`config.mk`:
```
export PLATFORM = sky130hd
export DESIGN_NAME = pattern_core
export DESIGN_NICKNAME = d
export VERILOG_FILES = /design/src/source/pattern_pkg.sv /design/src/source/apb_regs.sv /design/src/source/video_timing.sv /design/src/source/pattern_render.sv /design/src/source/i2s_tx.sv /design/src/source/pattern_core.sv
export VERILOG_INCLUDE_DIRS = /design/src /design/src/source
export SDC_FILE = /design/constraint.sdc
export NUM_CORES = 1
export LEC_CHECK = 0
export BUFFER_PORTS_ARGS = -buffer_cell sky130_fd_sc_hd__buf_4
export CAP_MARGIN = 20
export CORE_ASPECT_RATIO = 2
export CORE_MARGIN = 4
export CORE_UTILIZATION = 28
export CTS_BUF_LIST = sky130_fd_sc_hd__clkbuf_8
export DETAILED_ROUTE_END_ITERATION = 6
export GPL_ROUTABILITY_DRIVEN = 0
export SYNTH_ARGS = -nofsm -noshare
export SYNTH_HDL_FRONTEND = slang
export SYNTH_SLANG_ARGS = --single-unit
```
`constraint.sdc`:
```
create_clock -name audgen_mclk -period 5.15 [get_ports audgen_mclk]
set_input_delay 1.03 -clock audgen_mclk [delete_from_list [all_inputs] [get_ports audgen_mclk]]
set_output_delay 1.03 -clock audgen_mclk [all_outputs]
set_load 0.05 [all_outputs]
```
`src/source/pattern_defs.svh`:
```
/*
 * pattern source constants
 * video timing, square geometry, register map, reset values and i2s framing
 */
`ifndef PATTERN_DEFS_SVH
`define PATTERN_DEFS_SVH

// horizontal timing, in clocks
`define H_TOTAL       400
`define H_ACTIVE      320
`define H_BPORCH      10
`define HS_X          3

// vertical timing, in lines
`define V_TOTAL       512
`define V_ACTIVE      240
`define V_BPORCH      10

// moving square
`define SQUARE_SIZE   10
`define SQUARE_X0     135
`define SQUARE_Y0     95

// colour reset values, 8:8:8 rgb
`define BG_RESET      24'h3C3C3C
`define SQ_RESET      24'h000000

// apb register offsets
`define REG_CTRL      8'h00
`define REG_BG        8'h04
`define REG_SQ_POS    8'h08
`define REG_SQ_COLOR  8'h0C
`define REG_AUDIO     8'h10
`define REG_FRAME     8'h14

// i2s framing
`define MCLK_PER_BCLK 4
`define SLOT_BITS     32
`define SAMPLE_BITS   16

`endif

```
`src/source/pattern_pkg.sv`:
```
/*
 * pattern source types
 * colours, square position, stereo sample, raster and video buses
 */
`default_nettype none

package pattern_pkg;

    // 8:8:8 colour
    typedef struct packed {
        logic [7:0] r;
        logic [7:0] g;
        logic [7:0] b;
    } rgb_t;

    // square top-left corner in visible coordinates
    typedef struct packed {
        logic [9:0] x;
        logic [9:0] y;
    } square_pos_t;

    // left channel in the upper half
    typedef struct packed {
        logic [15:0] left;
        logic [15:0] right;
    } stereo_sample_t;

    // apb data word, meaning depends on the register offset
    typedef union packed {
        struct packed {
            logic [7:0] pad;
            rgb_t       rgb;
        } color;
        struct packed {
            logic [5:0] pad_hi;
            logic [9:0] x;
            logic [5:0] pad_lo;
            logic [9:0] y;
        } pos;
        stereo_sample_t sample;
    } reg_word_u;

    // scene settings, registers to renderer
    typedef struct packed {
        rgb_t        bg_color;
        rgb_t        sq_color;
        square_pos_t sq_pos;
    } scene_cfg_t;

    // raster position, timing to renderer
    typedef struct packed {
        logic [9:0] x;
        logic [9:0] y;
        logic       line_start;
        logic       frame_start;
    } raster_t;

    // registered video stream
    typedef struct packed {
        rgb_t rgb;
        logic de;
        logic vs;
        logic hs;
    } video_out_t;

endpackage

`default_nettype wire

```
`src/source/apb_regs.sv`:
```
/*
 * apb register block
 * control, colours, square position, audio sample and frame counter
 * steps the square once per frame when motion is on
 */
`timescale 1ns/1ps
`default_nettype none
`include "pattern_defs.svh"

module apb_regs (
    input  wire                         audgen_mclk,
    input  wire                         reset_n,
    input  wire                         psel,
    input  wire                         penable,
    input  wire                         pwrite,
    input  wire  [7:0]                  paddr,
    input  wire  [31:0]                 pwdata,
    output logic [31:0]                 prdata,
    output logic                        pready,
    output logic                        pslverr,
    input  pattern_pkg::raster_t        raster,
    output pattern_pkg::scene_cfg_t     scene,
    output pattern_pkg::stereo_sample_t sample
);

    logic                        ctrl_motion;
    pattern_pkg::rgb_t           bg_color;
    pattern_pkg::rgb_t           sq_color;
    pattern_pkg::square_pos_t    sq_pos;
    pattern_pkg::stereo_sample_t audio;
    logic [15:0]                 frame_cnt;

    pattern_pkg::reg_word_u      wr_word;
    pattern_pkg::reg_word_u      rd_word;
    logic                        access;
    logic                        mapped;
    logic                        wr_ok;

    //////////////////////////////
    // transfer decode
    //////////////////////////////

    // zero wait states
    assign pready  = 1'b1;
    assign access  = psel & penable;
    assign wr_word = pwdata;

    always_comb begin
        case (paddr)
            `REG_CTRL, `REG_BG, `REG_SQ_POS, `REG_SQ_COLOR, `REG_AUDIO, `REG_FRAME:
                mapped = 1'b1;
            default:
                mapped = 1'b0;
        endcase
    end

    // frame counter is read-only
    assign pslverr = access & (~mapped | (pwrite & (paddr == `REG_FRAME)));
    assign wr_ok   = access & pwrite & ~pslverr;

    //////////////////////////////
    // registers
    //////////////////////////////

    always_ff @(posedge audgen_mclk or negedge reset_n) begin
        if (!reset_n) begin
            ctrl_motion <= 1'b0;
            bg_color    <= `BG_RESET;
            sq_color    <= `SQ_RESET;
            sq_pos.x    <= 10'(`SQUARE_X0);
            sq_pos.y    <= 10'(`SQUARE_Y0);
            audio       <= '0;
            frame_cnt   <= '0;
        end else begin
            if (wr_ok && paddr == `REG_CTRL)
                ctrl_motion <= pwdata[0];
            if (wr_ok && paddr == `REG_BG)
                bg_color <= wr_word.color.rgb;
            if (wr_ok && paddr == `REG_SQ_COLOR)
                sq_color <= wr_word.color.rgb;
            if (wr_ok && paddr == `REG_AUDIO)
                audio <= wr_word.sample;
            // software write beats the per-frame step
            if (wr_ok && paddr == `REG_SQ_POS) begin
                sq_pos.x <= wr_word.pos.x;
                sq_pos.y <= wr_word.pos.y;
            end else if (raster.frame_start && ctrl_motion) begin
                sq_pos.x <= sq_pos.x + 10'd1;
                sq_pos.y <= sq_pos.y + 10'd1;
            end
            if (raster.frame_start)
                frame_cnt <= frame_cnt + 16'd1;
        end
    end

    // read mux, combinational during access
    always_comb begin
        rd_word = '0;
        case (paddr)
            `REG_CTRL:     rd_word[0] = ctrl_motion;
            `REG_BG:       rd_word.color.rgb = bg_color;
            `REG_SQ_COLOR: rd_word.color.rgb = sq_color;
            `REG_AUDIO:    rd_word.sample = audio;
            `REG_FRAME:    rd_word[15:0] = frame_cnt;
            `REG_SQ_POS: begin
                rd_word.pos.x = sq_pos.x;
                rd_word.pos.y = sq_pos.y;
            end
            default:       rd_word = '0;
        endcase
    end

    assign prdata         = rd_word;
    assign scene.bg_color = bg_color;
    assign scene.sq_color = sq_color;
    assign scene.sq_pos   = sq_pos;
    assign sample         = audio;

endmodule

`default_nettype wire

```
`src/source/video_timing.sv`:
```
/*
 * video timing
 * 400 x 512 raster counters with line and frame start flags
 */
`timescale 1ns/1ps
`default_nettype none
`include "pattern_defs.svh"

module video_timing (
    input  wire                  audgen_mclk,
    input  wire                  reset_n,
    output pattern_pkg::raster_t raster
);

    logic [9:0] x_count;
    logic [9:0] y_count;
    logic       x_last;
    logic       y_last;

    //////////////////////////////
    // raster counters
    //////////////////////////////

    // end of line and end of frame
    assign x_last = (x_count == 10'(`H_TOTAL - 1));
    assign y_last = (y_count == 10'(`V_TOTAL - 1));

    // horizontal, one step per clock
    always_ff @(posedge audgen_mclk or negedge reset_n) begin
        if (!reset_n) begin
            x_count <= '0;
        end else if (x_last) begin
            x_count <= '0;
        end else begin
            x_count <= x_count + 10'd1;
        end
    end

    // vertical, one step per line
    always_ff @(posedge audgen_mclk or negedge reset_n) begin
        if (!reset_n) begin
            y_count <= '0;
        end else if (x_last) begin
            if (y_last)
                y_count <= '0;
            else
                y_count <= y_count + 10'd1;
        end
    end

    //////////////////////////////
    // raster out
    //////////////////////////////

    assign raster.x = x_count;
    assign raster.y = y_count;

    // first clock of each line
    assign raster.line_start = (x_count == 10'd0);

    // raster (0,0) opens a frame
    assign raster.frame_start = (x_count == 10'd0) && (y_count == 10'd0);

endmodule

`default_nettype wire

```
`src/source/pattern_render.sv`:
```
/*
 * pattern renderer
 * registered sync, data enable and colour
 * solid background with one square, one clock behind the raster
 */
`timescale 1ns/1ps
`default_nettype none
`include "pattern_defs.svh"

module pattern_render (
    input  wire                     audgen_mclk,
    input  wire                     reset_n,
    input  pattern_pkg::raster_t    raster,
    input  pattern_pkg::scene_cfg_t scene,
    output pattern_pkg::video_out_t video
);

    logic [9:0]        vis_x;
    logic [9:0]        vis_y;
    logic              in_h;
    logic              in_v;
    logic              in_active;
    logic              in_square;
    pattern_pkg::rgb_t pix_rgb;

    logic              de_q;
    logic              vs_q;
    logic              hs_q;
    pattern_pkg::rgb_t rgb_q;

    //////////////////////////////
    // position compare
    //////////////////////////////

    // coordinates inside the visible window
    assign vis_x = raster.x - 10'(`H_BPORCH);
    assign vis_y = raster.y - 10'(`V_BPORCH);

    assign in_h = (raster.x >= 10'(`H_BPORCH)) &&
                  (raster.x < 10'(`H_BPORCH + `H_ACTIVE));
    assign in_v = (raster.y >= 10'(`V_BPORCH)) &&
                  (raster.y < 10'(`V_BPORCH + `V_ACTIVE));
    assign in_active = in_h && in_v;

    // 11 bit bounds so a square near 1023 does not wrap back to 0
    assign in_square = ({1'b0, vis_x} >= {1'b0, scene.sq_pos.x}) &&
                       ({1'b0, vis_x} < ({1'b0, scene.sq_pos.x} + 11'(`SQUARE_SIZE))) &&
                       ({1'b0, vis_y} >= {1'b0, scene.sq_pos.y}) &&
                       ({1'b0, vis_y} < ({1'b0, scene.sq_pos.y} + 11'(`SQUARE_SIZE)));

    // black outside the active window
    always_comb begin
        if (!in_active)
            pix_rgb = '0;
        else if (in_square)
            pix_rgb = scene.sq_color;
        else
            pix_rgb = scene.bg_color;
    end

    //////////////////////////////
    // output registers
    //////////////////////////////

    always_ff @(posedge audgen_mclk or negedge reset_n) begin
        if (!reset_n) begin
            de_q  <= 1'b0;
            vs_q  <= 1'b0;
            hs_q  <= 1'b0;
            rgb_q <= '0;
        end else begin
            de_q  <= in_active;
            // vs in the back porch, hs a few clocks later
            vs_q  <= raster.frame_start;
            hs_q  <= (raster.x == 10'(`HS_X));
            rgb_q <= pix_rgb;
        end
    end

    assign video.rgb = rgb_q;
    assign video.de  = de_q;
    assign video.vs  = vs_q;
    assign video.hs  = hs_q;

endmodule

`default_nettype wire

```
`src/source/i2s_tx.sv`:
```
/*
 * i2s serializer
 * bclk = mclk / 4, 32-bit slots, 16 data bits msb first then zeros
 */
`timescale 1ns/1ps
`default_nettype none
`include "pattern_defs.svh"

module i2s_tx (
    input  wire                         audgen_mclk,
    input  wire                         reset_n,
    input  pattern_pkg::stereo_sample_t sample,
    output logic                        audio_bclk,
    output logic                        audio_lrck,
    output logic                        audio_dac
);

    localparam int DIV_W = $clog2(`MCLK_PER_BCLK);
    localparam int PAD_W = `SLOT_BITS - `SAMPLE_BITS;

    logic [DIV_W-1:0]      mclk_div;
    logic                  bclk_fall;
    logic [4:0]            bit_cnt;
    logic                  slot_end;
    logic [`SLOT_BITS-1:0] shreg;
    logic [`SLOT_BITS-1:0] next_slot;
    logic [15:0]           right_hold;

    // bclk is the divider msb
    always_ff @(posedge audgen_mclk or negedge reset_n) begin
        if (!reset_n)
            mclk_div <= '0;
        else
            mclk_div <= mclk_div + 1'b1;
    end

    assign audio_bclk = mclk_div[DIV_W-1];
    // divider wraps on the clock where bclk drops
    assign bclk_fall  = (mclk_div == DIV_W'(`MCLK_PER_BCLK - 1));
    assign slot_end   = (bit_cnt == 5'(`SLOT_BITS - 1));

    // lrck high now means the next slot is left, latch the pair there
    assign next_slot = audio_lrck ? {sample.left, {PAD_W{1'b0}}}
                                  : {right_hold, {PAD_W{1'b0}}};

    always_ff @(posedge audgen_mclk or negedge reset_n) begin
        if (!reset_n) begin
            bit_cnt    <= '0;
            audio_lrck <= 1'b0;
            audio_dac  <= 1'b0;
            shreg      <= '0;
            right_hold <= '0;
        end else if (bclk_fall) begin
            bit_cnt <= bit_cnt + 5'd1;
            if (slot_end) begin
                // left-justified, msb leaves with the lrck edge
                audio_lrck <= ~audio_lrck;
                audio_dac  <= next_slot[`SLOT_BITS-1];
                shreg      <= next_slot << 1;
                if (audio_lrck)
                    right_hold <= sample.right;
            end else begin
                audio_dac <= shreg[`SLOT_BITS-1];
                shreg     <= shreg << 1;
            end
        end
    end

endmodule

`default_nettype wire

```
`src/source/pattern_core.sv`:
```
/*
 * pattern source top level
 * apb registers, video timing, renderer and i2s serializer on audgen_mclk
 */
`timescale 1ns/1ps
`default_nettype none
`include "pattern_defs.svh"

module pattern_core (
    input  wire                     audgen_mclk,
    input  wire                     reset_n,
    // apb slave
    input  wire                     psel,
    input  wire                     penable,
    input  wire                     pwrite,
    input  wire  [7:0]              paddr,
    input  wire  [31:0]             pwdata,
    output logic [31:0]             prdata,
    output logic                    pready,
    output logic                    pslverr,
    // video stream
    output pattern_pkg::video_out_t video,
    // i2s
    output logic                    audio_bclk,
    output logic                    audio_lrck,
    output logic                    audio_dac
);

    pattern_pkg::raster_t        raster;
    pattern_pkg::scene_cfg_t     scene;
    pattern_pkg::stereo_sample_t sample;

    //////////////////////////////
    // control
    //////////////////////////////

    apb_regs u_apb_regs (
        .audgen_mclk (audgen_mclk),
        .reset_n     (reset_n),
        .psel        (psel),
        .penable     (penable),
        .pwrite      (pwrite),
        .paddr       (paddr),
        .pwdata      (pwdata),
        .prdata      (prdata),
        .pready      (pready),
        .pslverr     (pslverr),
        .raster      (raster),
        .scene       (scene),
        .sample      (sample)
    );

    //////////////////////////////
    // video
    //////////////////////////////

    video_timing u_video_timing (
        .audgen_mclk (audgen_mclk),
        .reset_n     (reset_n),
        .raster      (raster)
    );

    pattern_render u_pattern_render (
        .audgen_mclk (audgen_mclk),
        .reset_n     (reset_n),
        .raster      (raster),
        .scene       (scene),
        .video       (video)
    );

    // audio
    i2s_tx u_i2s_tx (
        .audgen_mclk (audgen_mclk),
        .reset_n     (reset_n),
        .sample      (sample),
        .audio_bclk  (audio_bclk),
        .audio_lrck  (audio_lrck),
        .audio_dac   (audio_dac)
    );

endmodule

`default_nettype wire

```
==> results.py <==
metrics = {
    "timing": {
        "min_period_over_period_pct": 80.6,
        "setup_viol_count_final": 0,
        "achievable-frequency_ghz": 0.241,
        "timing.slew.headroom_pct": 25.4,
        "report.final.slew_viol_count": 0,
        "setup_total_negative_slack_ns": 0,
        "unrepaired_setup_endpoints_after_global_routing": "false",
        "max_slew.worst_pin.slew_ns": 1.12,
        "period_needed_ns": 4.15,
        "clock_skew_ns": 0.0247,
        "report.final.hold_viol_count": 0,
    },
    "floorplanning": {
        "io_pins": 109,
        "num_rows": 105,
        "dieHeight_um": 296,
        "die_w_um": 152,
        "dieArea_um2": 45100,
        "initial_core_utilization_pct": 28.3,
        "core_area_um2": 41100,
    },
    "grt": {
        "grt_pass1_vias": 9030,
        "globalRouteTotalUtil_pct": 14.8,
        "maximum_number_of_pins_on_one_net_before_global_route_repair": 81,
        "grt-ovfl-total": 0,
        "grt_antenna_before_repair": 1,
        "grt_pass1_wl_mm": 52.4,
    },
    "power_and_ir_drop": {
        "vdd.ir_drop.worst_mv": 0.177,
        "power.density_cell_area_nw_per_um2": 229,
        "power.leakage_nw": 6.53,
    },
    "cts": {
        "ctsHtreeMaxLevel": 1,
        "hold_buffers": 0,
        "clk_transition_reported_paths_ns": 0.06,
        "cts_root_buffer": "sky130_fd_sc_hd__clkbuf_8",
        "cts_setup_buffers": 0,
        "max_buffers_root_to_sink": 3,
        "cts_tree": "done",
        "ctsResizeCount": 0,
        "worst_skew_pair.late_latency_ns": 0.59,
        "tritoncts.num_buffers": 30,
        "clock-sinks": 204,
    },
    "yosys": {
        "yosys_most_used_dff": "sky130_fd_sc_hd__dfrtp_1",
        "synth-edff-count": 0,
        "synth.net_count": 1142,
        "synth.avg_cell_area_um2": 11.2,
        "synth.cell_area_um2": 11600,
        "netlist_instances": 1041,
        "sequential_area_share_after_synthesis_pct": 44.1,
        "synth-warning-count": 0,
        "postSynthRegisterBits": 204,
        "async_reset_ff_share_pct": 100,
        "yosys.cell_types.count": 78,
    },
    "setup_path": {
        "worstPathArrival_ns": 3.12,
        "critPathTopFamily": "simple AND/OR/NAND/NOR gates",
        "worstSetupPathType": "input pin to output pin",
        "crit_path_start_kind": "input pin",
        "timing.critical_path.buf_inv": 3,
        "path_cells": "buf_4 > or4_4 > nor3_4 > and3b_1 > buf_4 > a22oi_1 > nand2_1 > buf_4",
        "crit_path_top_delay_cell": "sky130_fd_sc_hd__or4_4",
        "crit_path_end_kind": "output pin",
        "critPathMostFrequentCell": "sky130_fd_sc_hd__buf_4",
        "max_stage_delay_ns": 0.57,
        "crit_fanout": 11,
        "crit_required_ns": 4.12,
    },
    "placed_design": {
        "place.detailed.hpwl_mm": 25.3,
        "buffer_ports.inserted": 107,
        "place_inst": 1624,
    },
    "drt": {
        "num_vias": 8592,
        "routed_antenna_nets": 0,
        "drt_pass_1_iters": 7,
        "vias_per_cell": 5.11,
        "drc_errors": 0,
        "drt-initial-drc-count": 538,
        "routed_wire_length_per_instance_um": 20.5,
        "routed_wl_mm": 34.4,
    },
    "final_layout": {
        "finish.net_count": 1222,
        "register_area_um2": 5130,
        "layout_common_cells": "sky130_fd_sc_hd__dfrtp_1, sky130_fd_sc_hd__buf_4, sky130_fd_sc_hd__nand2_1, sky130_fd_sc_hd__ha_1, sky130_fd_sc_hd__mux2_2",
        "final_cells": 1681,
        "drive_gt1_share_pct": 28.6,
        "num-fill-cells": 4171,
        "area_growth_syn_to_layout_pct": 15.4,
        "footprint_of_the_multi_input_gates_um2": 5900,
        "layout_commonest_cell": "sky130_fd_sc_hd__dfrtp_1",
    },
    "outcome": {
        "run_status": "finished, final reports clean",
    },
    "worst_hold_path": {
        "hp-class": "flop to flop",
    },
    "run": {
        "max-cap-violations": 0,
    },
}
## cells in the mapped netlist, types with 3 or more instances
cell	instances	area [um2]
sky130_fd_sc_hd__dfrtp_1	182	4550
sky130_fd_sc_hd__nand2_1	99	372
sky130_fd_sc_hd__ha_1	56	701
sky130_fd_sc_hd__mux2_2	53	597
sky130_fd_sc_hd__xnor2_1	52	455
sky130_fd_sc_hd__mux2_4	50	751
sky130_fd_sc_hd__nor2_1	50	188
sky130_fd_sc_hd__nand4_1	40	250
sky130_fd_sc_hd__inv_1	38	143
sky130_fd_sc_hd__a21oi_1	29	145
sky130_fd_sc_hd__buf_2	28	140
sky130_fd_sc_hd__xor2_1	27	236
sky130_fd_sc_hd__o31ai_1	24	180
sky130_fd_sc_hd__a222oi_1	23	230
sky130_fd_sc_hd__dfstp_2	22	578
sky130_fd_sc_hd__o21ai_0	22	110
sky130_fd_sc_hd__a21boi_1	20	150
sky130_fd_sc_hd__nand3_1	19	95.1
sky130_fd_sc_hd__mux2i_1	18	180
sky130_fd_sc_hd__clkbuf_1	17	63.8
sky130_fd_sc_hd__mux2_1	13	146
sky130_fd_sc_hd__buf_6	12	135
sky130_fd_sc_hd__o21ai_1	11	55.1
sky130_fd_sc_hd__a22oi_1	10	75.1
sky130_fd_sc_hd__and3_1	9	56.3
sky130_fd_sc_hd__nor3_1	8	40.0
sky130_fd_sc_hd__and2_1	7	43.8
sky130_fd_sc_hd__buf_4	7	52.6
sky130_fd_sc_hd__nor2_4	6	67.6
sky130_fd_sc_hd__nor2b_1	6	37.5
sky130_fd_sc_hd__a21o_1	5	37.5
sky130_fd_sc_hd__a21boi_0	4	30.0
sky130_fd_sc_hd__and4_1	4	35.0
sky130_fd_sc_hd__nor4_4	4	85.1
sky130_fd_sc_hd__a22o_1	3	26.3
sky130_fd_sc_hd__buf_1	3	11.3
sky130_fd_sc_hd__clkbuf_2	3	15.0
sky130_fd_sc_hd__nand2_4	3	33.8
sky130_fd_sc_hd__nor2_2	3	18.8
sky130_fd_sc_hd__o21bai_1	3	22.5
sky130_fd_sc_hd__or3_1	3	18.8
## per-stage QoR
stage	util [%]	setup slack, ns	hold WS, ns	area, um2	power, mW
floorplan	-	1.37	0.398	11600	1.65
global placement	31.1	1.03	0.409	12800	1.73
detailed placement	31.1	0.998	0.419	12800	1.74
CTS	32.7	0.993	0.428	13400	3.13
global route	32.7	0.904	0.435	13400	3.20
finish	32.7	0.997	0.427	13400	3.08
## report_power, final
group          leakage [nW]  total, mW  internal (mW)  switching, mW
Sequential             2.69       1.61           1.60        0.00104
Combinational          3.46     0.0990         0.0317         0.0672
Clock                 0.379       1.38          0.740          0.638
## final cells by class
type                    instances  share of cell area, %
diodes                          1                 0.0186
clock buffers                  40                   4.10
clock inverters                16                  0.661
inverters                      38                   1.06
multi-input cells             724                   43.9
flip-flops and latches        204                   38.2
well taps                     535                   4.98
repair buffers                123                   7.01
## flip-flops by register name, indices dropped and copies added (netlist names)
| signal | cells |
|---|---|
| u_i2s_tx.right_hold | 16 |
| u_pattern_render.de_q | 1 |
| u_i2s_tx.audio_dac | 1 |
| u_pattern_render.vs_q | 1 |
| u_pattern_render.video | 24 |
| u_i2s_tx.shreg | 15 |
| u_i2s_tx.bit_cnt | 5 |
| u_apb_regs.frame_cnt | 16 |
| u_video_timing.y_count | 10 |
| u_video_timing.x_count | 10 |
| u_apb_regs.sample | 32 |
| u_i2s_tx.audio_lrck | 1 |
| u_i2s_tx.mclk_div | 2 |
| u_pattern_render.hs_q | 1 |
| u_apb_regs.scene | 68 |
| u_apb_regs.ctrl_motion | 1 |
## metal layers
metal,vias up,global-route usage (%),routed length (um)
met5,-,0,0
met2,284,29.7,19200
met3,97,2.26,1530
li1,3876,-,-
met1,4335,14.5,11900
met4,0,7.57,1750
## final timing paths
kind / from / end / slack (ns) / cells after the start
min: u_i2s_tx.mclk_div[0]$_DFF_PN0_ / u_i2s_tx.mclk_div[0]$_DFF_PN0_ / 0.43 / 1
max in group asynchronous: reset_n / u_apb_regs.scene[61]$_DFFE_PN0P_ / 3.51 / 2
max reg2reg: u_apb_regs.scene[11]$_DFFE_PN1P_ / u_pattern_render.video[26]$_DFF_PN0_ / 1.21 / 11
max: paddr[1] / prdata[2] / 1.0 / 8
min in group asynchronous: reset_n / u_pattern_render.vs_q$_DFF_PN0_ / 0.47 / 1
min reg2reg: u_i2s_tx.mclk_div[0]$_DFF_PN0_ / u_i2s_tx.mclk_div[0]$_DFF_PN0_ / 0.43 / 1
## logic make-up (layout without fill, tap and decap cells)
family / after synthesis / count (layout) / share of synthesized area (%)
muxes: 135 / 135 / 14.6
buffers and inverters: 113 / 217 / 5.42
AOI/OAI and AO/OA: 170 / 170 / 10.4
other: 1 / 2 / 0.0322
DFF: 204 / 204 / 44.1
adders and majority gates: 56 / 56 / 6.02
and+or+nand+nor: 283 / 283 / 13.5
xor gates and xnor gates: 79 / 79 / 5.95
No activity file was read; power rests on OpenSTA's default activity.
